--- src/include/endpoint_defines.svh ---
`ifndef ENDPOINT_DEFINES_SVH
`define ENDPOINT_DEFINES_SVH

`define NUM_MSGS 4
`define CACHE_NUM_WORDS 128
`define CACHE_ADDR_W 9
`define REQ_FIFO_DEPTH 4

// Host address map
`define PKT_ID_BASE 32'h0000
`define TX_SEND_ADDR 32'h1004
`define STATUS_ADDR 32'h1008
`define TX_CACHE_BASE 32'h2000
`define RX_CACHE_BASE 32'h3000
`define REQ_FIFO_ADDR 32'h3400

// Header word fields
`define HDR_FMT_MSB 31
`define HDR_FMT_LSB 28
`define HDR_DEST_MSB 27
`define HDR_DEST_LSB 24
`define HDR_SRC_MSB 23
`define HDR_SRC_LSB 20
`define HDR_LEN_MSB 6
`define HDR_LEN_LSB 0

`endif

--- src/rtl/msg_table.sv ---
`timescale 1ns/1ps
`include "endpoint_defines.svh"

module msg_table (
    input  logic                        clk,
    input  logic                        n_rst,
    input  logic                        cfg_wen,
    input  logic                        cfg_ren,
    input  logic [$clog2(`NUM_MSGS)-1:0] cfg_index,
    input  logic [31:0]                 cfg_wdata,
    output logic [31:0]                 cfg_rdata,
    input  logic [`NUM_MSGS-1:0]        trigger,
    input  logic                        take,
    output logic [$clog2(`NUM_MSGS)-1:0] sel_index,
    output logic                        sel_valid,
    output logic [`CACHE_ADDR_W-1:0]    sel_start_addr
);
    logic [`CACHE_ADDR_W-1:0] start_addr [`NUM_MSGS];
    logic [`NUM_MSGS-1:0] pending;

    assign cfg_rdata = cfg_ren ? 32'(start_addr[cfg_index]) : '0;
    assign sel_start_addr = start_addr[sel_index];

    // Lowest pending index wins
    always_comb begin
        sel_index = '0;
        sel_valid = 1'b0;
        for (int i = `NUM_MSGS - 1; i >= 0; i--) begin
            if (pending[i]) begin
                sel_index = i[$clog2(`NUM_MSGS)-1:0];
                sel_valid = 1'b1;
            end
        end
    end

    always_ff @(posedge clk, negedge n_rst) begin
        if (!n_rst) begin
            pending <= '0;
            for (int i = 0; i < `NUM_MSGS; i++) begin
                start_addr[i] <= '0;
            end
        end else begin
            if (take) begin
                pending <= (pending & ~(`NUM_MSGS'(1) << sel_index)) | trigger;
            end else begin
                pending <= pending | trigger;
            end
            if (cfg_wen) begin
                start_addr[cfg_index] <= {cfg_wdata[`CACHE_ADDR_W-1:2], 2'b00}; // Word aligned
            end
        end
    end
endmodule

--- config.mk ---
export PLATFORM = sky130hd
export DESIGN_NAME = msg_table
export DESIGN_NICKNAME = d
export VERILOG_FILES = /design/src/rtl/msg_table.sv
export VERILOG_INCLUDE_DIRS = /design/src /design/src/include
export SDC_FILE = /design/constraint.sdc
export NUM_CORES = 1
export LEC_CHECK = 0
export ABC_AREA = 1
export CAP_MARGIN = 20
export CORE_ASPECT_RATIO = 1.1
export CORE_MARGIN = 3
export CORE_UTILIZATION = 55
export DETAILED_ROUTE_END_ITERATION = 10
export DONT_BUFFER_PORTS = 1
export PLACE_DENSITY = 0.75
export SYNTH_ARGS = -nofsm -noshare
export SYNTH_HDL_FRONTEND = slang
export SYNTH_SLANG_ARGS = --single-unit
--- constraint.sdc ---
create_clock -name clk -period 1.7 [get_ports clk]
set_clock_uncertainty 0.2 [all_clocks]
set_input_delay 0.17 -clock clk [delete_from_list [all_inputs] [get_ports clk]]
set_output_delay 0.17 -clock clk [all_outputs]
set_load 0.02 [all_outputs]
Word level (Yosys, flattened, before mapping)
Cells that the tools add are included.
Operators by class
  shifts and indexed selects: 1
  reductions and logical operators: 1
  bitwise operators: 6
  muxes and demuxes: 19
  magnitude comparators: 3
Operator list (number)
  $mux 9: 6
  $bmux 9 s2: 2
  $bwmux 36: 1
  $demux 9 s2: 1
  $mux 2: 4
  $or 4x4->4: 2
  $ge 3x3->1 const B: 2
  $not 2->3: 2
  $and 4x4->4: 1
  $mux 1: 4
  $mux 4: 1
  $not 4->4: 1
  $shl 1x2->4 const A: 1
  $lt 3x1->1 const B: 1
  $logic_and 1x1->1: 1
Word-level totals
  output and inout port bits: 44
  flip-flop bits (word level): 40
  logic and storage cells: 35

Depth between registers and ports, before layout
Gate-level depths: netlist of the first run.
  word-level depth: 9
  depth in mapped cells: 7
  mapped depth without buffers: 7

Worst setup path after synthesis of the first run
Ideal clock, no wire load.
  path kind: reg-to-output
  from: reg pending[2]
  to: out sel_start_addr[2]
  setup slack: 0.191 ns
  data required time: 1.330 ns
  cell stages (with the launch flop): 8
  data arrival time: 1.139 ns
  cells stage by stage: dfrtp_1 inv_1 nand2_1 nand2_1 nand2_1 nand2_1 nand3_1 nand2_1
Between the ends
  cells in the longest elaborated chain, start to end: 7
RTL lines
  start, declared: line msg_table.sv:19  | logic [`NUM_MSGS-1:0] pending;
  start signal, assigned: line msg_table.sv:44  | pending <= (pending & ~(`NUM_MSGS'(1) << sel_index)) | trigger;
  start signal, assigned: line msg_table.sv:46  | pending <= pending | trigger;
  $mux 2 (3 in a row): line msg_table.sv:29  | if (pending[i]) begin
  $not 2->3 (implied by the code): line msg_table.sv:22  | assign sel_start_addr = start_addr[sel_index];
  $bmux 9 s2: line msg_table.sv:22
  $mux 9 (implied by the code) (2 in a row): line msg_table.sv:22
  end, declared: line msg_table.sv:16  | output logic [`CACHE_ADDR_W-1:0] sel_start_addr
No other way between the ends. The select of a mux whose other input is x is not followed.

Worst setup path after layout of the first run
  from: reg pending[1]
  to: out sel_start_addr[6]
Between the ends
  cells in the longest elaborated chain, start to end: 6
RTL lines (line)
  $mux 2 (2 in a row): msg_table.sv:29
  $not 2->3 (implied by the code): msg_table.sv:22
  $bmux 9 s2: msg_table.sv:22
  $mux 9 (implied by the code) (2 in a row): msg_table.sv:22
No other way between the ends. The select of a mux whose other input is x is not followed.

==> run metrics, run 1 <==
synth-to-layout area growth 20.6%; worst slew pin tran 0.564 ns; CP max FO 7; post-synthesis register bit count 32; DRT antenna net count 0; commonest non-fill, non-tap cell in the layout nand2_1; VDD IR-drop max 0.610 mV; vias 1765; sequential element share of the synthesized area 40.5%; root cell of the clock tree clkbuf_4; fillcell total 298; Post-Syn Area 1980 um2; Hold Fails Final Rpt 0; most frequent cells in the layout nand2_1 (54), inv_1 (41), o21ai_0 (37), dfrtp_1 (32), conb_1 (27); status finished, violations left; Crit-path slowest cell dfrtp_1; share of layout cells above drive strength 1 18.6%; Synth Area per Inst 7.21 um2; Inserted Diodes 0; CORE AREA 3390 um2; die height 68.9 um; Final period util 106%; WS Path Type flop to primary output; routed vias/inst 4.99; Hold WS 0.00711 ns; initial antenna violation count 0; largest area contributor in the synthesized netlist dfrtp_1; failing checks setup timing; Max transition margin 62.3%; Top-Level Pins 87; Initial Util 58.4%; Setup WS post-layout -0.106 ns; number of buffers added on ports 0; CP max stage delay 0.43 ns; max-slew violation count 0; chip width 63.1 um; final setup vio count 7; Cell Count, Final, Fillers Out 354; GRT met3 Usage 5.51%; Pleak 1.19 nW; library cells used by synthesis 19; post-placement cell count 321; Hold Crit Class primary input to flop; Util after Layout 70.4%; Yosys top cell area share 40.5%; Crit path required time 1.33 ns; Setup TNS -0.570 ns; Max-Cap Viols 0; Post-Route WL 4.96 mm; CP Launch Type flop; vias in the first global route 1557; largest net degree at the start of global routing 33; global-route wire length before repair 7.66 mm; Synth area leaders dfrtp_1 (41%), nand2_1 (13%), buf_4 (11%); met2 usage 40.4%; Num CTS Buffers 5; RSZ-0062 raised after global routing true; CTS tree built; Cell Pwr Density 926 nW/um2; Clk Latency, worst-skew pair 0.35 ns; DRC 0; Final Critical Period 1.81 ns; row count 22; CTS H-tree lvls 2; CP Capture Type primary output; DR iter-0 viols 129; pre-CTS setup slack 0.0375 ns; Sink Count 32; fmax 554 MHz; Post-DP HPWL 3.30 mm; total die area 4350 um2; final net count 348; Worst Path Arrival 1.44 ns; CP cell instances inv_1 -> nand2_2 -> buf_6 -> nand3_1 -> nand3_1 -> nand2_2; Synthesis Warnings 0; clk buf depth 2; Final GP Congestion 0.927; total track usage 23.4%; grt met1 use 28.7%; DRT Pass-1 Iters 4; busiest grt layer met2; clk slew on worst S/H paths 0.11 ns; GRT overflow 0; wire length per cell 14.0 um; Synth Instances 274
[stage by stage]
step / total power, W / instance area [um2]
6_report: 0.00221 / 2380
5_1_grt: 0.00232 / 2380
4_1_cts: 0.00218 / 2330
3_5_place_dp: 0.00142 / 1930
3_3_place_gp: 0.00141 / 1930
2_1_floorplan: 0.00137 / 2070
[flip-flops by register name, summed over array words and instances (netlist names)]
register	cells
start_addr	28
pending	4
[worst paths after layout]
path | startpoint | slack, ns | cells after the start | end
setup / recovery | pending[1] | -0.11 | 6 | sel_start_addr[6]
hold / removal | cfg_wen | 0.007 | 2 | start_addr[8]
hold reg to reg | start_addr[22] | 0.29 | 2 | start_addr[22]
min in group asynchronous | n_rst | 0.04 | 2 | start_addr[23]
max in group asynchronous | n_rst | 1.07 | 2 | start_addr[21]
setup reg to reg | pending[0] | 0.01 | 4 | pending[0]
[power breakdown]
part / internal (W) / total [W] / switching [W]
logic: 0.000200 / 0.000600 / 0.000400
clock network: 0.000390 / 0.000658 / 0.000267
registers: 0.000870 / 0.000951 / 0.0000806
[synth_stat cells]
master / n
or2_2: 2
buf_6: 2
nor2_1: 15
nand2_1: 66
buf_4: 28
o21ai_0: 42
inv_1: 44
clkinv_1: 1
nor2_4: 1
nand2_2: 1
o21ai_2: 7
conb_1: 1
dfrtp_1: 32
buf_2: 2
o21bai_1: 1
nand3_1: 25
a21o_1: 1
a21oi_1: 2
inv_2: 1
[cells by family after synthesis]
group                  Yosys count  share of synthesized area [%]
and+or+nand+nor                110                           23.2
buffers and inverters           78                           21.0
AOI/OAI and AO/OA               53                           15.0
DFF                             32                           40.5
other                            1                          0.190
[worst max-delay path: cells and delay by family (launching register included)]
kind	cells	cell delay (ns)
buffers and inverters	2	0.25
DFF	1	0.43
and+or+nand+nor	4	0.41
[final cells by class]
cell class,instances,area (um2),area share [%]
clock buffers,7,65.1,2.73
clock inverters,1,30.0,1.26
inverters,46,175,7.35
multi-input cells,190,956,40.1
flip-flops and latches,32,801,33.6
well taps,48,60.1,2.52
repair buffers,30,297,12.4
[what timing repair did]
action | CTS | global route
buffers inserted | 4 | 1
hold endpoints to repair | 64 | 0
pin swaps | 6 | 1
hold buffers | 20 | 0
resized for setup | 29 | 13
cloned | 0 | 0
setup endpoints to repair | 15 | 15
[layer usage]
layer	vias to the layer above	wire (um)
met2	78	2360
met5	-	0
met4	0	129
met3	12	361
met1	817	2110
li1	858	-
No activity file was read; power rests on OpenSTA's default activity.
==> inputs of run 2 (changes only) <==
--- a/config.mk
+++ b/config.mk
@@ -13,6 +13,7 @@
 export CORE_UTILIZATION = 55
 export DETAILED_ROUTE_END_ITERATION = 10
 export DONT_BUFFER_PORTS = 1
+export HOLD_SLACK_MARGIN = 0.03
 export PLACE_DENSITY = 0.75
 export SYNTH_ARGS = -nofsm -noshare
 export SYNTH_HDL_FRONTEND = slang
==> run 2 against run 1 <==
  * The flow still finishes with violations (setup timing)
  * Via count up 0.74%
  * Final area is 0.42% higher
  * Die area stayed put
  * Register-to-register slack is essentially flat
==> run metrics, run 2 (same netlist as run 1, synthesis figures left out) <==
Most flops, register start_addr; vias 1778; CP Launch Type flop; Crit-path slowest cell dfrtp_1; largest net degree at the start of global routing 33; Clk pwr share 29.8%; Largest register FFs 28; Reg2Reg Setup Slack 0.01 ns; Max transition margin 62.3%; RR Startpoint pending[0]; chip width 63.1 um; R2R Path End pending[0]; status finished, violations left; CTS H-tree lvls 2; failing checks setup timing; final setup vio count 7; clk buf depth 2; die height 68.9 um; CP max FO 7; DRT antenna net count 0; root cell of the clock tree clkbuf_4; share of layout cells above drive strength 1 18.6%; Cell Pwr Density 925 nW/um2; Initial Util 58.4%; Pleak 1.19 nW; Num CTS Buffers 5; Sink Count 32; Gate power share 27.3%; DRC 0; fillcell total 296; register share of total power 42.9%; biggest regs start_addr x28, pending x4; DR iter-0 viols 126; Setup WS post-layout -0.103 ns; Post-DP HPWL 3.30 mm; CP max stage delay 0.43 ns; worst slew pin tran 0.564 ns; Inserted Diodes 0; Post-Route WL 4.92 mm; Final Critical Period 1.80 ns; vias in the first global route 1567; Hold Fails Final Rpt 0; CP Capture Type primary output; CP bufs+invs 2; Power Internal 0.00147 W; area of the multi-input gates 956 um2; row count 22; synth-to-layout area growth 21.2%; number of buffers added on ports 0; post-placement cell count 321; VDD IR-drop max 0.605 mV; total track usage 23.3%; FF-to-FF path depth 4; initial antenna violation count 0; commonest non-fill, non-tap cell in the layout nand2_1; Cell Count, Final, Fillers Out 355; wire length per cell 13.9 um; Final GP Congestion 0.927; Final period util 106%; fmax 555 MHz; register area 801 um2; Hold Crit Class primary input to async pin; CP cell instances inv_1 -> nand2_2 -> buf_6 -> nand3_1 -> nand3_1 -> nand2_2; DRT Pass-1 Iters 6; Switch Pwr 0.000748 W; switching share of power 33.8%; routed vias/inst 5.01; CP top delay family flip-flops; clk slew on worst S/H paths 0.11 ns; GRT overflow 0; Worst Path Arrival 1.43 ns; total power 0.00221 W; max-slew violation count 0; RSZ-0062 raised after global routing true; Max-Cap Viols 0; CORE AREA 3390 um2; final net count 349; Crit path required time 1.33 ns; Clk Latency, worst-skew pair 0.35 ns; total die area 4350 um2; CTS tree built; Top-Level Pins 87; global-route wire length before repair 7.65 mm; WS Path Type flop to primary output; most frequent cells in the layout nand2_1 (54), inv_1 (41), o21ai_0 (37), dfrtp_1 (32), conb_1 (27)
## run 2: cell types whose count changed in the layout (fill, tap and decap cells not counted), sizes merged
| cell | change |
|---|---|
| dlygate4sd3 | +1 |
## run 2: worst reg2reg max path, cell delays in order, from the launching register on
cell	delay [ns]
dfrtp_1	0.40
clkinv_1	0.14
buf_4	0.20
o21bai_1	0.13
dlygate4sd3_1	0.57
## run 2: per-stage QoR
step	cell area, um2	setup slack (ns)	hold slack, ns	util (%)	TNS [ns]
CTS	2340	-0.0873	0.0509	69.1	-0.538
detailed placement	1930	0.0375	-0.325	56.9	0
global route	2390	-0.176	0.0593	70.7	-1.15
finish	2390	-0.103	0.0414	70.7	-0.596
global placement	1930	0.0561	-0.325	56.9	0
floorplan	2070	0.191	-0.326	-	0
## run 2: power by group through the flow
stage	combinational [W]	sequential, W	clock [W]
after floorplan	0.000430	0.000938	0
after global routing	0.000666	0.000962	0.000702
final	0.000604	0.000951	0.000659
after CTS	0.000572	0.000946	0.000666
after global placement	0.000450	0.000956	0
after detailed placement	0.000457	0.000959	0
## run 2: how the worst max path moves through the flow
stage / from / end / slack [ns] / cells past startpoint
final: pending[1] / sel_start_addr[6] / -0.10 / 6
after global routing: pending[0] / sel_start_addr[7] / -0.18 / 6
after CTS: pending[0] / sel_start_addr[3] / -0.09 / 6
after detailed placement: pending[0] / sel_start_addr[7] / 0.04 / 5
after global placement: pending[0] / sel_start_addr[5] / 0.06 / 5
after floorplan: pending[2] / sel_start_addr[2] / 0.19 / 7
## run 2: repair_timing
| action | in CTS | in global routing |
|---|---|---|
| hold endpoints to repair | 64 | 0 |
| buffers inserted | 4 | 1 |
| gates resized for setup | 29 | 13 |
| pin swaps | 6 | 1 |
| hold buffers | 21 | 0 |
| setup endpoints to repair | 15 | 15 |
## run 2: layout make-up
class / count / area share, %
inverter: 46 / 7.32
timing repair buffer: 31 / 12.8
clock inverter: 1 / 1.25
tap: 48 / 2.51
sequential: 32 / 33.5
clock buffer: 7 / 2.72
multi-input combinational: 190 / 39.9
## run 2: per-layer routing
| layer | GRT usage [%] | wire (um) | vias to the layer above |
|---|---|---|---|
| met5 | 0 | 0 | - |
| met4 | 9.37 | 129 | 0 |
| met3 | 5.51 | 364 | 12 |
| met2 | 40.1 | 2360 | 82 |
| met1 | 28.6 | 2070 | 819 |
| li1 | - | - | 865 |
