## src/include/endpoint_defines.svh

```systemverilog
`ifndef ENDPOINT_DEFINES_SVH
`define ENDPOINT_DEFINES_SVH

`define NUM_MSGS 4
`define CACHE_NUM_WORDS 128
`define CACHE_ADDR_W 9
`define REQ_FIFO_DEPTH 4

// Host address map
`define PKT_ID_BASE 32'h0000
`define TX_SEND_ADDR 32'h1004
`define STATUS_ADDR 32'h1008
`define TX_CACHE_BASE 32'h2000
`define RX_CACHE_BASE 32'h3000
`define REQ_FIFO_ADDR 32'h3400

// Header word fields
`define HDR_FMT_MSB 31
`define HDR_FMT_LSB 28
`define HDR_DEST_MSB 27
`define HDR_DEST_LSB 24
`define HDR_SRC_MSB 23
`define HDR_SRC_LSB 20
`define HDR_LEN_MSB 6
`define HDR_LEN_LSB 0

`endif

```

## src/rtl/chiplet_types_pkg.sv

```systemverilog
package chiplet_types_pkg;
    typedef enum logic [3:0] {
        FMT_IDLE = 4'h0,
        FMT_MSG  = 4'h1,
        FMT_RESP = 4'h2
    } pkt_fmt_e;

    typedef struct packed {
        pkt_fmt_e    fmt;
        logic [3:0]  dest_id;
        logic [3:0]  src_id;
        logic [12:0] reserved;
        logic [6:0]  len;         // Payload words, header and check word not counted
    } pkt_header_t;

    typedef struct packed {
        logic [3:0] src_id;
        logic [6:0] len;
        logic [6:0] start_word;   // Word index of the first payload word in the receive cache
    } req_entry_t;
endpackage

```

## src/rtl/req_fifo.sv

```systemverilog
`timescale 1ns/1ps
`include "endpoint_defines.svh"

module req_fifo
    import chiplet_types_pkg::*;
(
    input  logic                                  clk,
    input  logic                                  n_rst,
    input  logic                                  push,
    input  req_entry_t                            entry,
    input  logic                                  pop,
    output req_entry_t                            head,
    output logic                                  empty,
    output logic [$clog2(`REQ_FIFO_DEPTH+1)-1:0] count,
    output logic                                  overflow
);
    localparam int PTR_W = $clog2(`REQ_FIFO_DEPTH);

    req_entry_t buffer [`REQ_FIFO_DEPTH];
    logic [PTR_W-1:0] rd_ptr, wr_ptr;
    logic full, do_push, do_pop;

    assign empty = (count == '0);
    assign full = (count == `REQ_FIFO_DEPTH);
    assign do_push = push && !full;
    assign do_pop = pop && !empty;
    assign head = buffer[rd_ptr];

    always_ff @(posedge clk) begin
        if (do_push) begin
            buffer[wr_ptr] <= entry;
        end
    end

    always_ff @(posedge clk, negedge n_rst) begin
        if (!n_rst) begin
            rd_ptr   <= '0;
            wr_ptr   <= '0;
            count    <= '0;
            overflow <= 1'b0;
        end else begin
            if (push && full) begin
                overflow <= 1'b1; // Entry is lost, flag stays until reset
            end
            if (do_push) begin
                wr_ptr <= wr_ptr + 1'b1;
            end
            if (do_pop) begin
                rd_ptr <= rd_ptr + 1'b1;
            end
            count <= count + do_push - do_pop;
        end
    end
endmodule

```

## config.mk

```make
export PLATFORM = sky130hd
export DESIGN_NAME = req_fifo
export DESIGN_NICKNAME = d
export VERILOG_FILES = /design/src/rtl/chiplet_types_pkg.sv /design/src/rtl/req_fifo.sv
export VERILOG_INCLUDE_DIRS = /design/src /design/src/include
export SDC_FILE = /design/constraint.sdc
export NUM_CORES = 1
export LEC_CHECK = 0
export ABC_AREA = 1
export BUFFER_PORTS_ARGS = -buffer_cell sky130_fd_sc_hd__buf_2
export CORE_MARGIN = 2
export CORE_UTILIZATION = 50
export CTS_CLUSTER_DIAMETER = 80
export CTS_CLUSTER_SIZE = 25
export DETAILED_ROUTE_END_ITERATION = 16
export GPL_TIMING_DRIVEN = 0
export PLACE_DENSITY = 0.71
export SKIP_CTS_REPAIR_TIMING = 1
export SYNTH_ARGS = -nofsm -noshare
export SYNTH_HDL_FRONTEND = slang
export SYNTH_SLANG_ARGS = --single-unit
```

## constraint.sdc

```tcl
create_clock -name clk -period 2.4 [get_ports clk]
set_input_delay 0.24 -clock clk [delete_from_list [all_inputs] [get_ports clk]]
set_output_delay 0.24 -clock clk [all_outputs]
set_load 0.01 [all_outputs]
```

# Yosys cells after proc, flatten, opt, wreduce, memory -nomap -nowiden
# Memories as Yosys holds them, arrays and structs flattened.
# Cells that the tools add are included.
[op_classes]
addsub = 4
multipliers = 0
reduce_logical = 6
bitwise = 0
n_lt_le_gt_ge = 0
n_eq_ne = 1
n_div = 0
muxes = 2
shifts = 0
[ops]
columns = ["cell", "n"]
rows = [
  ["2-bit by 1-bit adder with 2-bit output (second input constant)", 2],
  ["3-bit by 1-bit adder with 3-bit output", 1],
  ["3-bit == test (second input constant)", 1],
  ["1-bit logical AND", 3],
  ["3-bit zero test", 1],
  ["3-bit by 1-bit subtractor with 3-bit output", 1],
  ["1-bit zero test", 2],
  ["1-bit 2-to-1 mux", 2],
]
[word_totals]
latchBits = 0
mem_bits_ro = 0
reg_bits = 8
mem_count = 1
ram_bits = 72
elab_cells = 18
inputBits = 22
output_inout_bits = 23
[memory_table]
columns = ["name", "words", "width", "read_ports", "rd_ports_with_merged_regs", "write_ports", "line_no", "rtl"]
rows = [
  ["buffer", 4, 18, 1, 0, 1, "req_fifo.sv:19", "req_entry_t buffer [`REQ_FIFO_DEPTH];"],
]

# Depth between registers and ports, before layout
# Gate-level depths: netlist (run 1).
[logic_depth]
word_depth = 5
depth_mapped = 11
depth_no_buf = 11

# Least setup slack after synthesis (run 1)
# Ideal clock, no wire load.
[synth_timing]
path_type = "register to register"
startpoint = "reg count[1]"
endpoint = "reg count[2]"
path_stages_with_launch = 12
t_arrival_ns = 1.896
path_buffers = 0
setup_slack_ns = 0.387
cell_sequence = "dfrtp_1 -> nor2_1 -> nand2_1 -> nand2_1 -> inv_1 -> ha_1 -> inv_1 -> ha_1 -> fa_1 -> xor2_1 -> nand2_1 -> nand2_1"
[synth_via]
word_cells_on_any_way = 8
cone_classes = "add/sub (2); eq/ne (1); reduce/logical (5)"
[synth_lines]
columns = ["element", "line_no", "rtl"]
rows = [
  ["from (decl)", "req_fifo.sv:14", "output logic [$clog2(`REQ_FIFO_DEPTH+1)-1:0] count,"],
  ["from (signal assigned)", "req_fifo.sv:51", "count <= count + do_push - do_pop;"],
  ["3-bit zero test", "req_fifo.sv:23", "assign empty = (count == '0);"],
  ["1-bit zero test", "req_fifo.sv:26", "assign do_pop = pop && !empty;"],
  ["1-bit logical AND", "req_fifo.sv:26", ""],
  ["via do_pop", "req_fifo.sv:21", "logic full, do_push, do_pop;"],
  ["3-bit by 1-bit subtractor with 3-bit output", "req_fifo.sv:51", ""],
]
# The timed path passes the listed nets, and every way through them passes these cells.
# A chain may end at the register's enable or synchronous reset.

# Final worst setup path (run 1)
[layout_timing]
startpoint = "reg count[2]"
endpoint = "reg count[2]"
[layout_via]
elab_chain_len = 5
word_cells_on_any_way = 8
cone_classes = "add/sub (2); eq/ne (1); reduce/logical (5)"
[layout_lines]
columns = ["element", "line_no", "rtl"]
rows = [
  ["3-bit == test (no source line)", "n/a", ""],
  ["1-bit zero test", "req_fifo.sv:25", "assign do_push = push && !full;"],
  ["1-bit logical AND", "req_fifo.sv:25", ""],
  ["3-bit by 1-bit adder with 3-bit output", "req_fifo.sv:51", ""],
  ["3-bit by 1-bit subtractor with 3-bit output (*)", "req_fifo.sv:51", ""],
]
# Mark *: on every way between the ends. The rest lies on a longest branch, timed or not.

==> results of run 1 <==
-- report_power, final --
part	leakage [nW]	switching, mW	internal (mW)	total (mW)
sequential	0.753	0.105	1.85	1.95
combinational	0.820	1.17	0.694	1.86
clock	0.105	0.501	0.492	0.993
total	1.68	1.77	3.03	4.81
-- synth_stat cells, drive strengths merged --
cell / count / area, um^2
nand2: 71 / 267
o21ai: 36 / 180
nor2: 41 / 154
o21bai: 1 / 7.51
dfrtp: 8 / 200
buf: 9 / 76.3
xnor2: 1 / 8.76
edfxtp: 72 / 2160
fa: 1 / 20.0
ha: 6 / 75.1
nand3: 4 / 20.0
clkbuf: 1 / 3.75
xor2: 1 / 8.76
inv: 34 / 128
-- kinds of logic (layout without fill, tap and decap cells) --
logic type | Yosys count | count (layout) | synth area share
fa+ha+maj | 7 | 7 | 0.0287
xor+xnor | 2 | 2 | 0.00529
simple gates | 116 | 116 | 0.133
buf+inv | 44 | 109 | 0.0627
compound gates | 37 | 37 | 0.0567
flops | 80 | 80 | 0.714
-- per-layer routing --
metal / global-route usage / up-vias / share of wire
li1: - / 1058 / -
met1: 0.225 / 926 / 0.42
met2: 0.305 / 66 / 0.51
met3: 0.0370 / 8 / 0.059
met4: 0.0967 / 0 / 0.0092
met5: 0 / - / 0
-- sequential cells by signal, indices dropped and copies added, names as in the netlist --
signal and count:
buffer 72, count 3, overflow 1, rd_ptr 2
wr_ptr 2
-- final cells by class --
cell class / count / area share
sequential: 80 / 0.605
multi-input combinational: 162 / 0.192
timing repair buffer: 49 / 0.0743
inverter: 34 / 0.0327
clock buffer: 9 / 0.0317
tap: 77 / 0.0247
buffer: 10 / 0.0205
clock inverter: 7 / 0.0192
-- stage by stage --
step	worst slack (ns)	TNS (ns)	utilization	power, mW
floorplan	0.387	0	-	3.17
global placement	-0.144	-8.27	0.568	3.77
detailed placement	0.226	0	0.579	3.87
CTS	0.215	0	0.610	4.85
global route	0.0533	0	0.612	5.18
finish	0.222	0	0.612	4.81
-- worst min-delay path by stage --
| stage | from | to | slack (ns) | cells past startpoint |
|---|---|---|---|---|
| floorplan | n_rst | count[0] | -0.06 | 0 |
| global placement | n_rst | overflow | 0.09 | 1 |
| detailed placement | n_rst | overflow | 0.09 | 1 |
| CTS | n_rst | overflow | -0.28 | 1 |
| global route | entry[6] | buffer[0][6] | 0.1 | 1 |
| finish | entry[6] | buffer[2][6] | 0.11 | 1 |
-- cell usage in the layout (no fill, tap or decap) --
| master | synthesis | layout |
|---|---|---|
| inv_6 | 0 | 4 |
| o21ai_0 | 12 | 12 |
| nand2_1 | 71 | 71 |
| inv_1 | 32 | 32 |
| inv_2 | 2 | 2 |
| nand3_1 | 4 | 4 |
| ha_1 | 6 | 6 |
| fa_1 | 1 | 1 |
| nor2_1 | 41 | 37 |
| clkbuf_8 | 0 | 9 |
| xnor2_1 | 1 | 1 |
| buf_8 | 0 | 4 |
| clkbuf_1 | 1 | 1 |
| bufinv_16 | 0 | 1 |
| edfxtp_1 | 72 | 72 |
| nor2_2 | 0 | 4 |
| dlygate4sd3_1 | 0 | 1 |
| clkinv_2 | 0 | 2 |
| buf_2 | 4 | 48 |
| o21bai_1 | 1 | 1 |
| o21ai_1 | 24 | 24 |
| xor2_1 | 1 | 1 |
| dfrtp_1 | 8 | 8 |
| buf_6 | 5 | 5 |
==> results.md, run 1 <==
* Outcome: complete, no violations
* Total gr overflow at 0
* Critical path required time at between 2 and 3 ns
* Clock buffer depth at 2
* Worst reg2reg startpoint: count[2]
* Maximum fanout along the worst path at 7
* # nets final at between 300 and 400
* Slew Viols, Final at 0
* Syn Nets at 315
* Register area at approximately 2400 um^2
* GPL Wtd Cong at roughly 0.75
* Post-route cell area at roughly 4000 um^2
* P&R area growth vs syn at 18.0%
* Hold crit path type: in -> reg
* Power Density at 1230 nW/um^2
* Crit path cell chain: nand2_1, nand2_1, ha_1, inv_1, ha_1, fa_1, xor2_1, nand2_1, nand2_1
* Kind of cell adding the most delay to the critical path: adder cells
* Pre-Repair DR Iteration Count at 4
* Reg2reg end: count[2]
* Leakage power figure at 1.68 nW
* Chip height at roughly 85 um
* Slowest cell delay on critical path at around 0.45 ns
* Mapped Cells at 286
* Setup repair after global routing missed its margin: false
* Die footprint at between 7000 and 8000 um^2
* DR WL/cell at about 14 um
* Cell count along the critical path at 9
* Max-slew headroom at 0.653
* Antenna cells at 0
* Worst-Skew Late Latency at about 0.34 ns
* Crit path buffers/inverters at 1
* Max-cap viol count at 0
* Cell Area, Placed at 3700 um^2
* Antenna violations before repair at 0
* Tightest Pin Transition at 0.521 ns
* Reg2reg path depth at 9
* Fillers at a little under 500
* Avg Cell Area, Syn at approximately 12 um^2
* Overall Global Routing Usage at 0.183
* H-tree depth at 3
* CTS buffer count at 9
* Vias in the first global route at approximately 2100
* Crit path launch: count[2]
* Row cnt at 29
* Crit-path slowest cell: dfrtp_1
* Final setup violation count at 0
* DRT antenna net count at 0
* Setup CP Type: reg -> reg
* Initial Util at 0.518
* I/O Pins at 45
* Peak supply drop at 0.495 mV
* Core footprint at about 6400 um^2
* Synthesized area at approximately 3300 um^2
* Initial DRC count at 137
* Clk sink count at 80
* CTS tree: yes
* Post-route minimum period at about 2.2 ns
* Ys Warns at 0
* Crit path launch type: register
* # DRC at 0
* Vias at about 2100
* Worst Setup End Kind: register
* Die Width at ~85 um
* Final hold vios at 0
* F_max at about 460 MHz
* Most frequent cell on the critical path: nand2_1
* Area taken by multi-input logic gates at roughly 750 um^2
* R2R setup slack at roughly 0.22 ns
* Synthesis-stage register bit count at 80
* Final non-filler cell total at 428
* Tcrit/Tclk final at 0.907
* Clock slew at reported path FFs at roughly 0.08 ns
* Placed cell count at roughly 410
* Number of port buffers at 44
* Worst Skew at ~0.0060 ns
* Largest net degree at the start of global routing at 16
* Global-route wire length before repair at roughly 10 mm
* Min Hold Slack at ~0.11 ns
* Via/cell ratio at just under 5
* Yosys cell types at 17
* Detail Placement HPWL at ~4 mm
* Seq/Total Area, Yosys at 0.714
* Clk root buf: clkbuf_8
* CP Capture Point: count[2]
* Layout cell share with drive strength beyond 1 at 0.225
* Total Wirelength at between 5 and 6 mm
* CP arrival at between 2 and 2.5 ns
Power figures use the tool's default switching activity.
==> run 2, diff against run 1 <==
--- a/config.mk
+++ b/config.mk
@@ -7,7 +7,7 @@
 export NUM_CORES = 1
 export LEC_CHECK = 0
 export ABC_AREA = 1
-export BUFFER_PORTS_ARGS = -buffer_cell sky130_fd_sc_hd__buf_2
+export BUFFER_PORTS_ARGS = -buffer_cell sky130_fd_sc_hd__buf_4
 export CORE_MARGIN = 2
 export CORE_UTILIZATION = 50
 export CTS_CLUSTER_DIAMETER = 80
==> run 2 against run 1 <==
Clock power is essentially flat. Count of clock-buffer cells in the layout rose by 1. Final area grew 2.9%. Maximum frequency is 0.83% higher. Cell count stayed put. Largest cell class unchanged. Wire length down 0.82%. Total power increased by 3.5%. Critical endpoint unchanged. Critical path depth unchanged. Sequential power about the same. Clock skew is 0.0036 ns higher.
==> results.md, run 2 (synthesized netlist as in run 1, its figures left out) <==
* Clock buffer depth at 2 (unchanged)
* CTS tree: yes
* Post-route minimum period at 2.16 ns (-0.0178 ns)
* Final core utilization at 0.630 (+0.0178)
* Largest Register: buffer
* Commonest non-fill, non-tap cell in the layout: edfxtp_1
* Slowest cell delay on critical path at 0.45 ns (about the same)
* Row cnt at 29 (unchanged)
* Clock slew at reported path FFs at 0.09 ns (about the same)
* Total Wirelength at 5.92 mm (-0.82%)
* Peak supply drop at 0.651 mV (+32%)
* Global-route wire length before repair at 9.61 mm (-2.9%)
* Setup repair after global routing missed its margin: false
* Placed cell count at 411 (unchanged)
* # DRC at 0 (unchanged)
* Kind of cell adding the most delay to the critical path: adder cells
* Setup CP Type: reg -> reg
* I/O Pins at 45 (unchanged)
* F_max at 463 MHz (+0.83%)
* GPL Wtd Cong at 0.766 (+2.8%)
* Crit path buffers/inverters at 1 (unchanged)
* Place WS at 0.231 ns (+0.00463 ns)
* Number of flip-flops in the largest register at 72 (unchanged)
* Min Hold Slack at 0.0841 ns (-0.0245 ns)
* Top Registers: buffer: 72 flops, count: 3 flops
* Max-cap viol count at 0 (unchanged)
* Total gr overflow at 0 (unchanged)
* Vias at 2067 (+0.44%)
* Critical path required time at 2.65 ns (about the same)
* Core footprint at 6390 um^2 (unchanged)
* Leakage power figure at 1.71 nW (+1.8%)
* P&R area growth vs syn at 21.4%
* Area taken by multi-input logic gates at 751 um^2 (unchanged)
* Final hold vios at 0 (unchanged)
* R2R setup slack at 0.24 ns (+0.02 ns)
* Die Width at 85.4 um (unchanged)
* Overall Global Routing Usage at 0.180 (-0.00291)
* Clk root buf: clkbuf_8
* Most frequent cells in the layout: edfxtp_1, nand2_1, buf_4
* Power Density at 1240 nW/um^2 (+0.58%)
* Number of port buffers at 44 (unchanged)
* Final non-filler cell total at 428 (unchanged)
* Tcrit/Tclk final at 0.900 (-0.00743)
* Hold crit path type: in -> reg
* Worst Skew at 0.00958 ns (+0.00359 ns)
* Antenna violations before repair at 0 (unchanged)
* Antenna cells at 0 (unchanged)
* Most frequent cell on the critical path: nand2_1
* Register area at 2360 um^2 (unchanged)
* H-tree depth at 3 (unchanged)
* Largest net degree at the start of global routing at 17 (+1)
* Initial Util at 0.518 (unchanged)
* GRT busiest layer: met2
* Maximum fanout along the worst path at 7 (unchanged)
* Final TNS setup at 0 ns (unchanged)
* Chip height at 85.4 um (unchanged)
* # nets final at 375 (unchanged)
* Crit path launch type: register
* Tightest Pin Transition at 0.582 ns (+0.0613 ns)
* Fillers at 494 (+0.61%)
* CP arrival at 2.41 ns (about the same)
* Routing usage on met2 at 0.286 (-0.0192)
* DRT antenna net count at 0 (unchanged)
* Detail Placement HPWL at 3.89 mm (-0.65%)
* Slew Viols, Final at 0 (unchanged)
* Crit-path slowest cell: dfrtp_1
* Pre-Repair DR Iteration Count at 4 (unchanged)
* Max-slew headroom at 0.612 (-0.0409)
* Outcome: complete, no violations
* DR WL/cell at 13.8 um (-0.82%)
* Clk sink count at 80 (unchanged)
* Vias in the first global route at 1998 (-4.4%)
* Initial DRC count at 142 (+3.6%)
* Worst Setup End Kind: register
* Worst-Skew Late Latency at 0.35 ns (about the same)
* Via/cell ratio at 4.83 (+0.44%)
* Die footprint at 7290 um^2 (unchanged)
* Crit path cell chain: nand2_1, nand2_1, ha_1, inv_1, ha_1, fa_1, xor2_1, nand2_1, nand2_1
* Met3 GRT Util at 0.0389 (+0.00195)
* Final setup violation count at 0 (unchanged)
* M1 GR Usage at 0.229 (+0.00390)
* CTS buffer count at 9 (unchanged)
* Layout cell share with drive strength beyond 1 at 0.222 (-0.00285)
* Fin worst setup slack at 0.240 ns (+0.0178 ns)
[run 2: per-stage QoR]
stage | total power, mW | instance area, um^2
after floorplan | 3.17 | 3310
after global placement | 3.92 | 3740
after detailed placement | 4.03 | 3810
after CTS | 5.03 | 4010
after global routing | 5.35 | 4020
final | 4.98 | 4020
[run 2: worst reg2reg max path: stages (launching register included)]
cell and delay (ns):
dfrtp_1 0.45, nand2_1 0.17, nand2_1 0.21, ha_1 0.34, inv_1 0.04, ha_1 0.18, fa_1 0.41, xor2_1 0.16
nand2_1 0.06, nand2_1 0.05
[run 2: report_power, final]
| part | switching (mW) | internal, mW |
|---|---|---|
| sequential | 0.107 | 1.85 |
| combinational | 1.17 | 0.839 |
| clock | 0.510 | 0.499 |
| total | 1.79 | 3.19 |
[run 2: layout make-up]
| type | count | area share |
|---|---|---|
| flip-flops and latches | 80 | 0.588 |
| multi-input cells | 162 | 0.187 |
| well taps | 77 | 0.0240 |
| plain buffers | 10 | 0.0199 |
| clock inverters | 6 | 0.0187 |
| repair buffers | 49 | 0.0996 |
| clock buffers | 10 | 0.0317 |
| inverters | 34 | 0.0317 |
[run 2: routing by layer]
| layer | vias up | wire (um) |
|---|---|---|
| met5 | - | 0 |
| met4 | 0 | 124 |
| met3 | 10 | 412 |
| met2 | 60 | 2880 |
| met1 | 938 | 2510 |
| li1 | 1059 | - |
[run 2: worst paths after layout]
check / startpoint / endpoint / cells after the start
max: count[2] / count[2] / 9
min: entry[4] / buffer[0][4] / 1
max reg2reg: count[2] / count[2] / 9
min reg2reg: overflow / overflow / 1
max in group asynchronous: n_rst / rd_ptr[0] / 2
min in group asynchronous: n_rst / wr_ptr[0] / 2
