## src/include/endpoint_defines.svh

```systemverilog
`ifndef ENDPOINT_DEFINES_SVH
`define ENDPOINT_DEFINES_SVH

`define NUM_MSGS 4
`define CACHE_NUM_WORDS 128
`define CACHE_ADDR_W 9
`define REQ_FIFO_DEPTH 4

// Host address map
`define PKT_ID_BASE 32'h0000
`define TX_SEND_ADDR 32'h1004
`define STATUS_ADDR 32'h1008
`define TX_CACHE_BASE 32'h2000
`define RX_CACHE_BASE 32'h3000
`define REQ_FIFO_ADDR 32'h3400

// Header word fields
`define HDR_FMT_MSB 31
`define HDR_FMT_LSB 28
`define HDR_DEST_MSB 27
`define HDR_DEST_LSB 24
`define HDR_SRC_MSB 23
`define HDR_SRC_LSB 20
`define HDR_LEN_MSB 6
`define HDR_LEN_LSB 0

`endif

```

## src/rtl/chiplet_types_pkg.sv

```systemverilog
package chiplet_types_pkg;
    typedef enum logic [3:0] {
        FMT_IDLE = 4'h0,
        FMT_MSG  = 4'h1,
        FMT_RESP = 4'h2
    } pkt_fmt_e;

    typedef struct packed {
        pkt_fmt_e    fmt;
        logic [3:0]  dest_id;
        logic [3:0]  src_id;
        logic [12:0] reserved;
        logic [6:0]  len;         // Payload words, header and check word not counted
    } pkt_header_t;

    typedef struct packed {
        logic [3:0] src_id;
        logic [6:0] len;
        logic [6:0] start_word;   // Word index of the first payload word in the receive cache
    } req_entry_t;
endpackage

```

## src/rtl/endpoint_ctrl_pkg.sv

```systemverilog
package endpoint_ctrl_pkg;
    typedef enum logic [1:0] {
        TX_IDLE,
        TX_HEADER,
        TX_PAYLOAD,
        TX_CHECK
    } tx_state_e;

    typedef enum logic [1:0] {
        RX_IDLE,
        RX_PAYLOAD,
        RX_CHECK,
        RX_DROP
    } rx_state_e;
endpackage

```

## src/rtl/tx_engine.sv

```systemverilog
`timescale 1ns/1ps
`include "endpoint_defines.svh"

module tx_engine
    import chiplet_types_pkg::*, endpoint_ctrl_pkg::*;
#(
    parameter logic [3:0] NODE_ID = 4'd0
) (
    input  logic                     clk,
    input  logic                     n_rst,
    input  logic                     sel_valid,
    input  logic [`CACHE_ADDR_W-1:0] sel_start_addr,
    output logic                     take,
    output logic                     cache_ren,
    output logic [`CACHE_ADDR_W-1:0] cache_addr,
    input  logic [31:0]              cache_rdata,
    output logic [31:0]              tx_data,
    output logic                     tx_valid,
    input  logic                     tx_busy
);
    tx_state_e state;
    logic [`CACHE_ADDR_W-3:0] rd_ptr;
    logic [6:0] remaining;
    logic [31:0] chk;
    logic advance;
    pkt_header_t hdr;

    assign advance = !(tx_valid && tx_busy); // The switch holds the current flit while busy
    assign take = (state == TX_IDLE) && sel_valid;
    assign cache_ren = advance && (state == TX_HEADER || state == TX_PAYLOAD);
    assign cache_addr = {rd_ptr, 2'b00};

    always_comb begin
        hdr = pkt_header_t'(cache_rdata);
        hdr.src_id = NODE_ID;
    end

    always_ff @(posedge clk, negedge n_rst) begin
        if (!n_rst) begin
            state     <= TX_IDLE;
            rd_ptr    <= '0;
            remaining <= '0;
            chk       <= '0;
            tx_data   <= '0;
            tx_valid  <= 1'b0;
        end else begin
            case (state)
                TX_IDLE: begin
                    if (advance) begin
                        tx_valid <= 1'b0;
                    end
                    if (sel_valid) begin
                        rd_ptr <= sel_start_addr[`CACHE_ADDR_W-1:2];
                        state  <= TX_HEADER;
                    end
                end
                TX_HEADER: begin
                    if (advance) begin
                        tx_data   <= hdr;
                        tx_valid  <= 1'b1;
                        chk       <= hdr;  // Check covers the header as sent
                        remaining <= hdr.len;
                        rd_ptr    <= rd_ptr + 1'b1;
                        state     <= (hdr.len == '0) ? TX_CHECK : TX_PAYLOAD;
                    end
                end
                TX_PAYLOAD: begin
                    if (advance) begin
                        tx_data   <= cache_rdata;
                        chk       <= chk ^ cache_rdata;
                        rd_ptr    <= rd_ptr + 1'b1; // Wraps at the cache end
                        remaining <= remaining - 1'b1;
                        if (remaining == 7'd1) begin
                            state <= TX_CHECK;
                        end
                    end
                end
                TX_CHECK: begin
                    if (advance) begin
                        tx_data <= chk;
                        state   <= TX_IDLE;
                    end
                end
                default: state <= TX_IDLE;
            endcase
        end
    end
endmodule

```

## config.mk

```make
export PLATFORM = sky130hd
export DESIGN_NAME = tx_engine
export DESIGN_NICKNAME = d
export VERILOG_FILES = /design/src/rtl/chiplet_types_pkg.sv /design/src/rtl/endpoint_ctrl_pkg.sv /design/src/rtl/tx_engine.sv
export VERILOG_INCLUDE_DIRS = /design/src /design/src/include
export SDC_FILE = /design/constraint.sdc
export NUM_CORES = 1
export LEC_CHECK = 0
export BUFFER_PORTS_ARGS = -buffer_cell sky130_fd_sc_hd__buf_2
export CAP_MARGIN = 10
export CORE_UTILIZATION = 54
export DETAILED_ROUTE_END_ITERATION = 7
export PLACE_DENSITY = 0.76
export RECOVER_POWER = 100
export SLEW_MARGIN = 20
export SYNTH_ARGS = -nofsm -noshare
export SYNTH_HDL_FRONTEND = slang
export SYNTH_SLANG_ARGS = --single-unit
```

## constraint.sdc

```tcl
create_clock -name clk -period 2.7 [get_ports clk]
set_clock_uncertainty 0.05 [all_clocks]
set_input_delay 0.27 -clock clk [delete_from_list [all_inputs] [get_ports clk]]
set_output_delay 0.27 -clock clk [all_outputs]
set_load 0.01 [all_outputs]
```

### Word-level counts from Yosys, hierarchy flattened

Index checks and enable logic that the tools add are counted.

| word-level totals | value |
|---|---|
| register bits after elaboration | 81 |
| input bits | 45 |
| output and inout bits | 44 |
| logic and storage cells | 59 |

| operators by class | value |
|---|---|
| add/sub/neg operators | 2 |
| equal/unequal tests | 11 |
| multiplexer cells | 22 |
| bitwise gates (word level) | 1 |
| reductions and logical operators | 17 |

Operator list:

| cell | count |
|---|---|
| 2-to-1 mux 32 bit | 4 |
| case mux 32 bit (3 select lines) | 1 |
| case mux 32 bit (2 select lines) | 1 |
| bitwise XOR 32 bit | 1 |
| 2-to-1 mux 7 bit | 4 |
| case mux 7 bit (2 select lines) | 2 |
| inequality test 2 bit (second input constant) | 6 |
| 2-to-1 mux 2 bit | 5 |
| AND reduction 3 bit | 3 |
| case mux 2 bit (4 select lines) | 1 |
| adder 7 x 1 -> 7 bit (second input constant) | 1 |
| equality test 7 x 1 -> 1 bit (second input constant) | 1 |
| zero test 7 bit | 1 |
| subtractor 7 x 1 -> 7 bit (second input constant) | 1 |
| nonzero test 2 bit | 3 |
| AND reduction 5 bit | 1 |
| equality test 2 bit (second input constant) | 2 |
| AND reduction 4 bit | 1 |
| logical AND 1 bit | 3 |
| 2-to-1 mux 1 bit | 3 |
| nonzero test 3 bit | 1 |
| equality test 2 x 1 -> 1 bit (second input constant) | 1 |
| zero test 2 bit | 1 |
| inequality test 2 x 1 -> 1 bit (second input constant) | 1 |
| 4 further kinds | 4 |

### Logic depth before layout (Yosys ltp)

Gate-level depths: netlist of run 1.

| depth | value |
|---|---|
| depth after elaboration | 4 |
| mapped depth | 8 |
| mapped depth without buffers | 6 |

### Least setup slack after synthesis of run 1

OpenSTA, ideal clock, no wires.

| path | value |
|---|---|
| path type | reg2out |
| from | register state[0] |
| to | output cache_ren |
| data arrival time | 1.758 ns |
| required time | 2.380 ns |
| setup slack | 0.622 ns |
| cell stages (with the launch flop) | 7 |
| buffers on the path | 3 |
| cell sequence | dfrtp_1 inv_1 ha_1 clkbuf_1 buf_2 clkbuf_1 a21boi_0 |

| between the ends | value |
|---|---|
| cells in the longest elaborated chain, start to end | 3 |
| elaborated cells on any way between the ends | 4 |
| those cells by class | eq/ne: 2; reduce/logical: 2 |

RTL lines:

| what | line | RTL |
|---|---|---|
| start: declaration | tx_engine.sv:21 | `tx_state_e state;` |
| start signal: assignment | tx_engine.sv:64 | `state <= (hdr.len == '0) ? TX_CHECK : TX_PAYLOAD;` |
| equality test 2 x 1 -> 1 bit or equality test 2 bit (tied branches) | tx_engine.sv:30 | `assign cache_ren = advance && (state == TX_HEADER \|\| state == TX_PAYLOAD);` |
| logical OR 1 bit * | tx_engine.sv:30 |  |
| logical AND 1 bit * | tx_engine.sv:30 |  |
| end: declaration | tx_engine.sv:14 | `output logic cache_ren,` |

Every way passes the cells marked *; elsewhere a longest branch is shown, timed or not.

### Worst setup path in the final report of run 1

| path | value |
|---|---|
| from | register state[1] |
| to | register tx_data[26] |

| between the ends | value |
|---|---|
| cells in the longest elaborated chain, start to end | 3 |
| elaborated cells on any way between the ends | 9 |
| those cells by class | eq/ne: 6; mux: 1; reduce/logical: 2 |

RTL lines:

| what | line | RTL |
|---|---|---|
| equality test 2 bit or equality test 2 x 1 -> 1 bit (tied branches) | tx_engine.sv:47 | `case (state)` |
| inequality test 2 bit (no source line) or nonzero test 3 bit (tied branches) | n/a |  |
| AND reduction 4 bit (no source line) | n/a |  |
| end signal: assignment | tx_engine.sv:59 | `tx_data <= hdr;` |
| end signal: assignment | tx_engine.sv:69 | `tx_data <= cache_rdata;` |
| end signal: assignment | tx_engine.sv:80 | `tx_data <= chk;` |
| end: declaration | tx_engine.sv:17 | `output logic [31:0] tx_data,` |

Several ways; a longest one is shown, not always the timed one.
A chain may end at the register's enable or synchronous reset.

==> flow_summary.yaml, run 1 <==
power_and_ir_drop:
  peakVddDrop_mv: 0.7403
  finalPower_mw: 7.030
  pwr-share-comb_pct: 51.0
  p_per_area_nw_per_um2: 1484
  pwr-share-seq_pct: 33.3
  intPower_mw: 3.789
  switchingPower_mw: 3.241
  power_leakage_nw: 2.027
  clkPwrFrac_pct: 15.7
  p_sw_share_pct: 46.10
final_layout:
  stdcell_area_um2: 4738
  antennaDiodeCount: 0
  syn_to_final_growth_pct: 17.57
  multi_input_area_um2: 1843
  fin_nets: 566
  num-fill-cells: 628
  drive_gt1_share_pct: 13.90
  final_util_pct: 65.68
  regArea_um2: 2027
worst_setup_path:
  crit_type: "reg -> reg"
  critPathMaxFanout: 18
  worst-r2r-cell-count: 6
  r2r_slack_ps: 310
  endpoint_kind: "flop"
  crit_chain: "ha_1 -> buf_4 -> nand2_1 -> clkbuf_2 -> a22oi_1 -> o21ai_0"
  path_buf_inv: 2
  crit_cells: 6
  crit_arrival_ps: 2570
  regToRegStartpoint: "state[1]"
  worst_ep_required_time_ps: 2890
  cp_slowest_stage_delay_ps: 690
  crit_family: "adder cells"
  cpMaxStageDelayCell: "ha_1"
  crit_path_start_kind: "flop"
  r2r_end: "tx_data[26]"
clocking:
  cts_root_buffer: "clkbuf_8"
  clkLatencyLatePin_ps: 360
  postCtsResizedCells: 0
  post_cts_buffers: 0
  cts_buffers: 9
  path_clk_slew_ps: 90
  cts_tree: "done"
  htree_levels: 3
  numClockSinks: 81
  cts_hold_buf: 1
  clock_path_buffers: 2
yosys:
  synth-seq-cells: 81
  synth_async_sr_flop_share_pct: 100.0
  synth_area_leader_cell: "dfrtp_1"
  synth-edff-count: 0
  syn_area_um2: 4030
  dominantRegCellSynth: "dfrtp_1"
  ys_top_cells_by_area: "dfrtp_1, a21oi_1, o21ai_0"
  synth-seq-area-share_pct: 50.29
  synth_cell_type_count: 38
  syn_area_per_cell_um2: 9.222
  syn_inst: 437
  synth_top_area_share_pct: 50.29
  yosys_warnings: 0
detailed_routing:
  drt_first_pass_iters: 5
  vias: 3658
  wirelength_um: 9475
  final_antenna_net_count: 0
  wire_per_inst_um: 15.36
  drc: 0
  drt_iter0_markers: 251
  viasPerCell: 5.929
floorplan:
  fp.dieH_um: 88.39
  floorplan.initialDensity_pct: 55.86
  fp.dieW_um: 88.39
  row_count: 31
  die_area_um2: 7813
  ioPinCount: 89
  fp.coreArea_um2: 7214
global_route:
  grt_pass1_vias: 3391
  grt-ovfl-total: 0
  grt_max_degree: 58
  track_usage_pct: 26.19
  antenna_found_initial: 0
  grt_pass1_wl_um: 15760
sta:
  drv_slew: 0
  relSlewSlack_pct: 22.43
  finalHoldViolations: 0
  finalWorstSetupSlack_ps: 313.5
  setup_viol: 0
  min_period_ps: 2386
  tightestPinTransition_ps: 1164
  max_freq_mhz: 419.0
  setup_tns_ps: 0
  fin_crit_sh_pct: 88.39
  rsz0062_at_grt: "no"
placement:
  gp_congestion: 0.8022
  hpwl_um: 6278
  placed_area_um2: 4558
  pre_cts_slack_ps: 419.4
  port_buffers: 84
hold_path:
  hold_path_depth: 2
  hp-start: "cache_rdata[30]"
  min_path_type: "in -> reg"
  min_to: "chk[30]"
run:
  max_cap_violations: 0
outcome:
  status: "finished clean"
-- state kept, by name, indices dropped and copies added, names as in the netlist --
| name | count |
|---|---|
| state | 2 |
| tx_valid | 1 |
| rd_ptr | 7 |
| remaining | 7 |
| tx_data | 32 |
| chk | 32 |
-- worst reg2reg max path: stages (launching register included) --
cell and delay [ps]:
dfrtp_1 440, ha_1 690, buf_4 390, nand2_1 110
clkbuf_2 260, a22oi_1 240, o21ai_0 100
-- cell type report --
cell class | count | share of cell area, %
clock buffers | 9 | 2.614
flip-flops and latches | 81 | 42.78
repair buffers | 97 | 9.876
clock inverters | 7 | 2.667
multi-input cells | 317 | 38.90
well taps | 99 | 2.614
inverters | 7 | 0.5545
-- placed cells by master (no fill, tap or decap), drive strengths merged, types with 2 or more instances in the layout --
cell type / n
ha: 8
bufinv: 3
nor3: 2
o211ai: 4
nand3: 35
o22ai: 7
a22o: 4
nand2: 43
nor3b: 2
mux2: 2
and2: 2
o21ai: 66
inv: 9
a2bb2oi: 3
clkbuf: 56
a21oi: 62
nand4: 4
a21o: 2
nand2b: 3
dfrtp: 81
a311oi: 7
mux2i: 6
a22oi: 32
conb: 2
buf: 49
nor2: 12
-- routing by layer --
metal	GRT usage, %	wire length (um)
met5	0	0
met1	33.94	4168
met3	5.410	508
met2	43.78	4672
met4	9.238	125
-- cells in the mapped netlist (3+ instances only) --
cell type  instances
a21oi_1           62
a22o_1             4
a22oi_1           32
a2bb2oi_1          3
a311oi_1           7
buf_1              4
buf_2              7
clkbuf_1          20
dfrtp_1           81
ha_1               8
inv_1              7
mux2i_1            6
nand2_1           43
nand2b_1           3
nand3_1           35
nand4_1            4
nor2_1            12
o211ai_1           4
o21ai_0           57
o21ai_1            9
o22ai_1            7
-- per-stage QoR --
stage | hold slack [ps] | cells
finish | 83.73 | 617
floorplan | -75.59 | 438
global route | 82.73 | 617
detailed placement | 267.5 | 600
CTS | 75.98 | 617
global placement | 263.8 | 600
-- power groups by stage --
stage,logic [mW],registers [mW],clock network (mW)
CTS,3.76,2.33,1.12
global route,4.08,2.43,1.18
finish,3.58,2.34,1.11
floorplan,2.55,2.40,0
global placement,3.61,2.31,0
detailed placement,3.75,2.34,0
-- worst max-delay path by stage --
stage	to	from
2_1_floorplan	cache_ren	state[0]
3_3_place_gp	tx_data[7]	state[1]
3_5_place_dp	tx_data[4]	state[1]
4_1_cts	tx_data[26]	state[1]
5_1_grt	tx_data[9]	state[0]
6_report	tx_data[26]	state[1]
-- kinds of logic after synthesis --
logic type | Yosys count | synth area share, %
muxes | 8 | 2.049
other | 1 | 0.09305
and+or+nand+nor | 109 | 12.76
adders and majority gates | 8 | 2.484
AOI/OAI and AO/OA | 190 | 28.19
DFF | 81 | 50.29
buffers and inverters | 40 | 4.129
Note: power is estimated with default switching activity, not from simulation.
==> run 2: changes to the inputs <==
--- a/config.mk
+++ b/config.mk
@@ -8,11 +8,12 @@
 export LEC_CHECK = 0
 export BUFFER_PORTS_ARGS = -buffer_cell sky130_fd_sc_hd__buf_2
 export CAP_MARGIN = 10
+export CORE_ASPECT_RATIO = 2
 export CORE_UTILIZATION = 54
 export DETAILED_ROUTE_END_ITERATION = 7
 export PLACE_DENSITY = 0.76
 export RECOVER_POWER = 100
-export SLEW_MARGIN = 20
+export SLEW_MARGIN = 25
 export SYNTH_ARGS = -nofsm -noshare
 export SYNTH_HDL_FRONTEND = slang
 export SYNTH_SLANG_ARGS = --single-unit
==> flow_summary.yaml, run 2 (same netlist as run 1, synthesis figures left out) <==
final_layout:
  top_regs: "chk (32), tx_data (32)"
  fin_nets: 564
  stdcell_count: 607
  drive_gt1_share_pct: 13.79
  layout_commonest_cell: "dfrtp_1"
  layout_common_cells: "dfrtp_1, o21ai_0, a21oi_1"
  final_util_pct: 66.72
  syn_to_final_growth_pct: 19.40
  antennaDiodeCount: 0
  num-fill-cells: 623
clocking:
  htree_levels: 3
  cts_root_buffer: "clkbuf_16"
  clkLatencyLatePin_ps: 330
  post_cts_buffers: 0
  cts_buffers: 9
  path_clk_slew_ps: 60
  numClockSinks: 81
  clock_path_buffers: 2
  cts_tree: "done"
detailed_routing:
  viasPerCell: 5.977
  final_antenna_net_count: 0
  drc: 0
  vias: 3628
  wire_per_inst_um: 16.28
  drt_first_pass_iters: 5
  drt_iter0_markers: 153
  wirelength_um: 9881
floorplan:
  row_count: 44
  fp.coreArea_um2: 7212
  fp.dieW_um: 63.09
  floorplan.initialDensity_pct: 55.88
  die_area_um2: 7833
  fp.dieH_um: 124.2
  ioPinCount: 89
worst_setup_path:
  critPathMaxFanout: 59
  cpMaxStageDelayCell: "buf_4"
  worst_ep_required_time_ps: 2880
  regToRegStartpoint: "state[0]"
  cp_slowest_stage_delay_ps: 450
  crit_path_start_kind: "flop"
  r2r_slack_ps: 220
  crit_chain: "inv_1 -> ha_1 -> buf_4 -> inv_1 -> nand3_1 -> a21oi_1 -> a311oi_1"
  r2r_end: "chk[1]"
  crit_type: "reg -> reg"
  crit_arrival_ps: 2660
  endpoint_kind: "flop"
  worst-r2r-cell-count: 7
  path_common_cell: "inv_1"
global_route:
  gr-usage-met1_pct: 30.90
  grt_pass1_wl_um: 15950
  antenna_found_initial: 0
  grt_use_met2_pct: 47.11
  track_usage_pct: 26.49
  grt-ovfl-total: 0
  grt.busiest_layer: "met2"
  grt_max_degree: 65
  grtUsageMet3_pct: 3.938
  grt_pass1_vias: 3385
placement:
  dp.cells: 591
  hpwl_um: 6535
  gp_congestion: 0.7904
  port_buffers: 84
hold_path:
  min_path_type: "in -> reg"
  hp-start: "cache_rdata[25]"
  min_to: "chk[25]"
  hold_path_depth: 2
sta:
  min_period_ps: 2484
  tightestPinTransition_ps: 1054
  relSlewSlack_pct: 29.75
  rsz0062_at_grt: "no"
  finalHoldViolations: 0
  max_freq_mhz: 402.6
  setup_viol: 0
  fin_crit_sh_pct: 91.99
  setup_tns_ps: 0
  drv_slew: 0
power_and_ir_drop:
  power_leakage_nw: 2.069
  p_per_area_nw_per_um2: 1514
  peakVddDrop_mv: 0.8250
outcome:
  status: "finished clean"
run:
  max_cap_violations: 0
run 2: stage by stage:
stage	hold slack, ps	power (mW)	area, um2	setup slack (ps)
after floorplan	-75.59	4.946	4034	622.1
after global placement	238.8	5.935	4547	373.8
after detailed placement	244.7	6.112	4547	243.5
after CTS	103.7	7.472	4887	217.6
after global routing	115.8	7.885	4812	19.34
final	110.8	7.287	4812	216.4
run 2: timing repair:
item,4_1_cts,5_1_grt
hold buffers,1,0
hold endpoints to repair,39,0
gates resized for setup,0,0
endpoints found under the setup margin,0,0
run 2: where the power goes:
| part | internal, mW | switching (mW) |
|---|---|---|
| logic | 1.29 | 2.30 |
| clock network | 0.881 | 0.456 |
| registers | 1.86 | 0.490 |
| total | 4.04 | 3.25 |
run 2: area by class of cell:
class / count / area, um2 / share of cell area [%]
clock inverter: 2 / 60.06 / 1.248
tap: 92 / 115.1 / 2.392
multi-input combinational: 317 / 1853 / 38.51
clock buffer: 13 / 270.3 / 5.616
timing repair buffer: 95 / 460.4 / 9.568
inverter: 7 / 26.28 / 0.5460
sequential: 81 / 2027 / 42.12
run 2: worst max path at each step:
stage          startpoint        end  slack [ps]  cells past startpoint
6_report         state[0]     chk[1]         220                      7
5_1_grt          state[0]     chk[1]          20                      7
4_1_cts          state[1]    chk[17]         220                      7
3_5_place_dp     state[1]    chk[17]         240                      7
3_3_place_gp     state[1]    chk[30]         370                      7
2_1_floorplan    state[0]  cache_ren         620                      6
run 2: critical path: cells and delay by family (launching register included):
family                   cells  cell delay [ps]
AND/OR/NAND/NOR              1              420
adder cells (fa/ha/maj)      1              190
flip-flops                   1              430
buffers and inverters        3              840
AO/OA/AOI/OAI                2              430
run 2: routing by layer:
layer,part of all wire [%],wire [um]
met4,1.8,180
met5,0,0
met3,4.0,399
met2,55,5420
met1,39,3880
==> run 3: changes to the inputs <==
--- a/config.mk
+++ b/config.mk
@@ -11,6 +11,7 @@
 export CORE_ASPECT_RATIO = 2
 export CORE_UTILIZATION = 54
 export DETAILED_ROUTE_END_ITERATION = 7
+export MAX_ROUTING_LAYER = met4
 export PLACE_DENSITY = 0.76
 export RECOVER_POWER = 100
 export SLEW_MARGIN = 25
==> flow_summary.yaml, run 3 (same netlist as run 1, synthesis figures left out) <==
detailed_routing:
  drt_first_pass_iters: 5
  vias: 3601
  wl_met3_um: 398
  wl_met1_um: 3904
  wire_per_inst_um: 16.31
  met2WireLength_um: 5444
  wirelength_um: 9898
  drc: 0
  final_antenna_net_count: 0
  viasPerCell: 5.932
  routed.top_layer: "met4"
  drt_iter0_markers: 144
floorplan:
  floorplan.initialDensity_pct: 55.88
  fp.dieW_um: 63.09
  die_area_um2: 7833
  fp.dieH_um: 124.2
  ioPinCount: 89
  row_count: 44
  fp.coreArea_um2: 7212
global_route:
  grt_pass1_wl_um: 15970
  grt-ovfl-total: 0
  grt_pass1_vias: 3382
  track_usage_pct: 27.30
  grt_max_degree: 65
  antenna_found_initial: 0
clocking:
  clkLatencyLatePin_ps: 330
  numClockSinks: 81
  clock_path_buffers: 2
  cts_root_buffer: "clkbuf_16"
  cts_buffers: 9
  cts_tree: "done"
  postCtsResizedCells: 0
  htree_levels: 3
  path_clk_slew_ps: 60
  post_cts_buffers: 0
sta:
  setup_tns_ps: 0
  tightestPinTransition_ps: 1055
  setup_viol: 0
  drv_slew: 0
  rsz0062_at_grt: "no"
  fin_crit_sh_pct: 92.60
  min_period_ps: 2500
  finalHoldViolations: 0
  max_freq_mhz: 400.0
  relSlewSlack_pct: 29.66
worst_setup_path:
  crit_family: "simple AND/OR/NAND/NOR gates"
  crit_chain: "inv_1 -> ha_1 -> o211ai_1 -> buf_4 -> nand2_1 -> nor2_1 -> a311oi_1"
  critPathMaxFanout: 8
  path_buf_inv: 2
  cp_slowest_stage_delay_ps: 530
  crit_type: "reg -> reg"
  crit_path_start_kind: "flop"
  endpoint_kind: "flop"
  cpMaxStageDelayCell: "nor2_1"
  crit_arrival_ps: 2640
  worst_ep_required_time_ps: 2840
final_layout:
  final_util_pct: 66.72
  layout_common_cells: "dfrtp_1, o21ai_0, a21oi_1"
  syn_to_final_growth_pct: 19.40
  drive_gt1_share_pct: 13.79
  antennaDiodeCount: 0
  fin_nets: 564
  layout_commonest_cell: "dfrtp_1"
  top_regs: "chk (32), tx_data (32)"
outcome:
  status: "finished clean"
placement:
  gp_congestion: 0.8016
  hpwl_um: 6535
  port_buffers: 84
hold_path:
  min_path_type: "in -> reg"
power_and_ir_drop:
  finalPower_mw: 7.290
  power_leakage_nw: 2.069
  peakVddDrop_mv: 0.8229
  p_per_area_nw_per_um2: 1515
run:
  max_cap_violations: 0
## run 3: cell counts in the layout (fill, tap and decap cells not counted)
Identical to the previous run, type by type.
## run 3: path summary, 6_finish.rpt
kind                                       from     endpoint  slack, ps  cells after the start
worst max-delay path                   state[1]       chk[1]        200                      7
worst min-delay path            cache_rdata[25]      chk[25]        110                      2
worst max register to register         state[1]       chk[1]        200                      7
worst min register to register      tx_data[16]  tx_data[16]        430                      2
max in group asynchronous                 n_rst       chk[2]        870                      3
min in group asynchronous                 n_rst    rd_ptr[6]        590                      2
## run 3: worst reg2reg max path, cell delays in order (launching register included)
cell      delay [ps]
dfrtp_1          410
inv_1            110
ha_1             260
o211ai_1         360
buf_4            240
nand2_1          200
nor2_1           530
a311oi_1         190
## run 3: layer usage
metal | up-vias | global-route usage, %
met2 | 90 | 47.04
met3 | 12 | 3.571
met5 | - | -
met4 | 0 | 12.65
li1 | 1754 | -
met1 | 1745 | 31.33
## run 3: timing repair
item / 4_1_cts / 5_1_grt
endpoints found under the setup margin: 0 / 0
hold endpoints to repair: 39 / 0
hold buffers: 1 / 0
## run 3: through the flow
step	cell area (um2)	std cells	hold slack, ps	worst slack [ps]
2_1_floorplan	4034	438	-75.59	622.1
3_3_place_gp	4547	591	238.8	373.8
3_5_place_dp	4547	591	244.7	243.5
4_1_cts	4887	607	103.7	217.6
5_1_grt	4812	607	115.8	19.34
6_report	4812	607	108.6	199.8
## run 3: where the power goes
part           switching [mW]  leakage (nW)  internal, mW  total (mW)
Sequential              0.489         0.975          1.86        2.35
Clock                   0.461         0.162         0.881        1.34
Combinational            2.30         0.932          1.29        3.60
## run 3: cell type report
| cell class | instances | area, um2 |
|---|---|---|
| Fill cell | 623 | 2400 |
| Timing Repair Buffer | 95 | 460.4 |
| Clock buffer | 13 | 270.3 |
| Tap cell | 92 | 115.1 |
| Inverter | 7 | 26.28 |
| Clock inverter | 2 | 60.06 |
| Multi-Input combinational cell | 317 | 1853 |
| Sequential cell | 81 | 2027 |
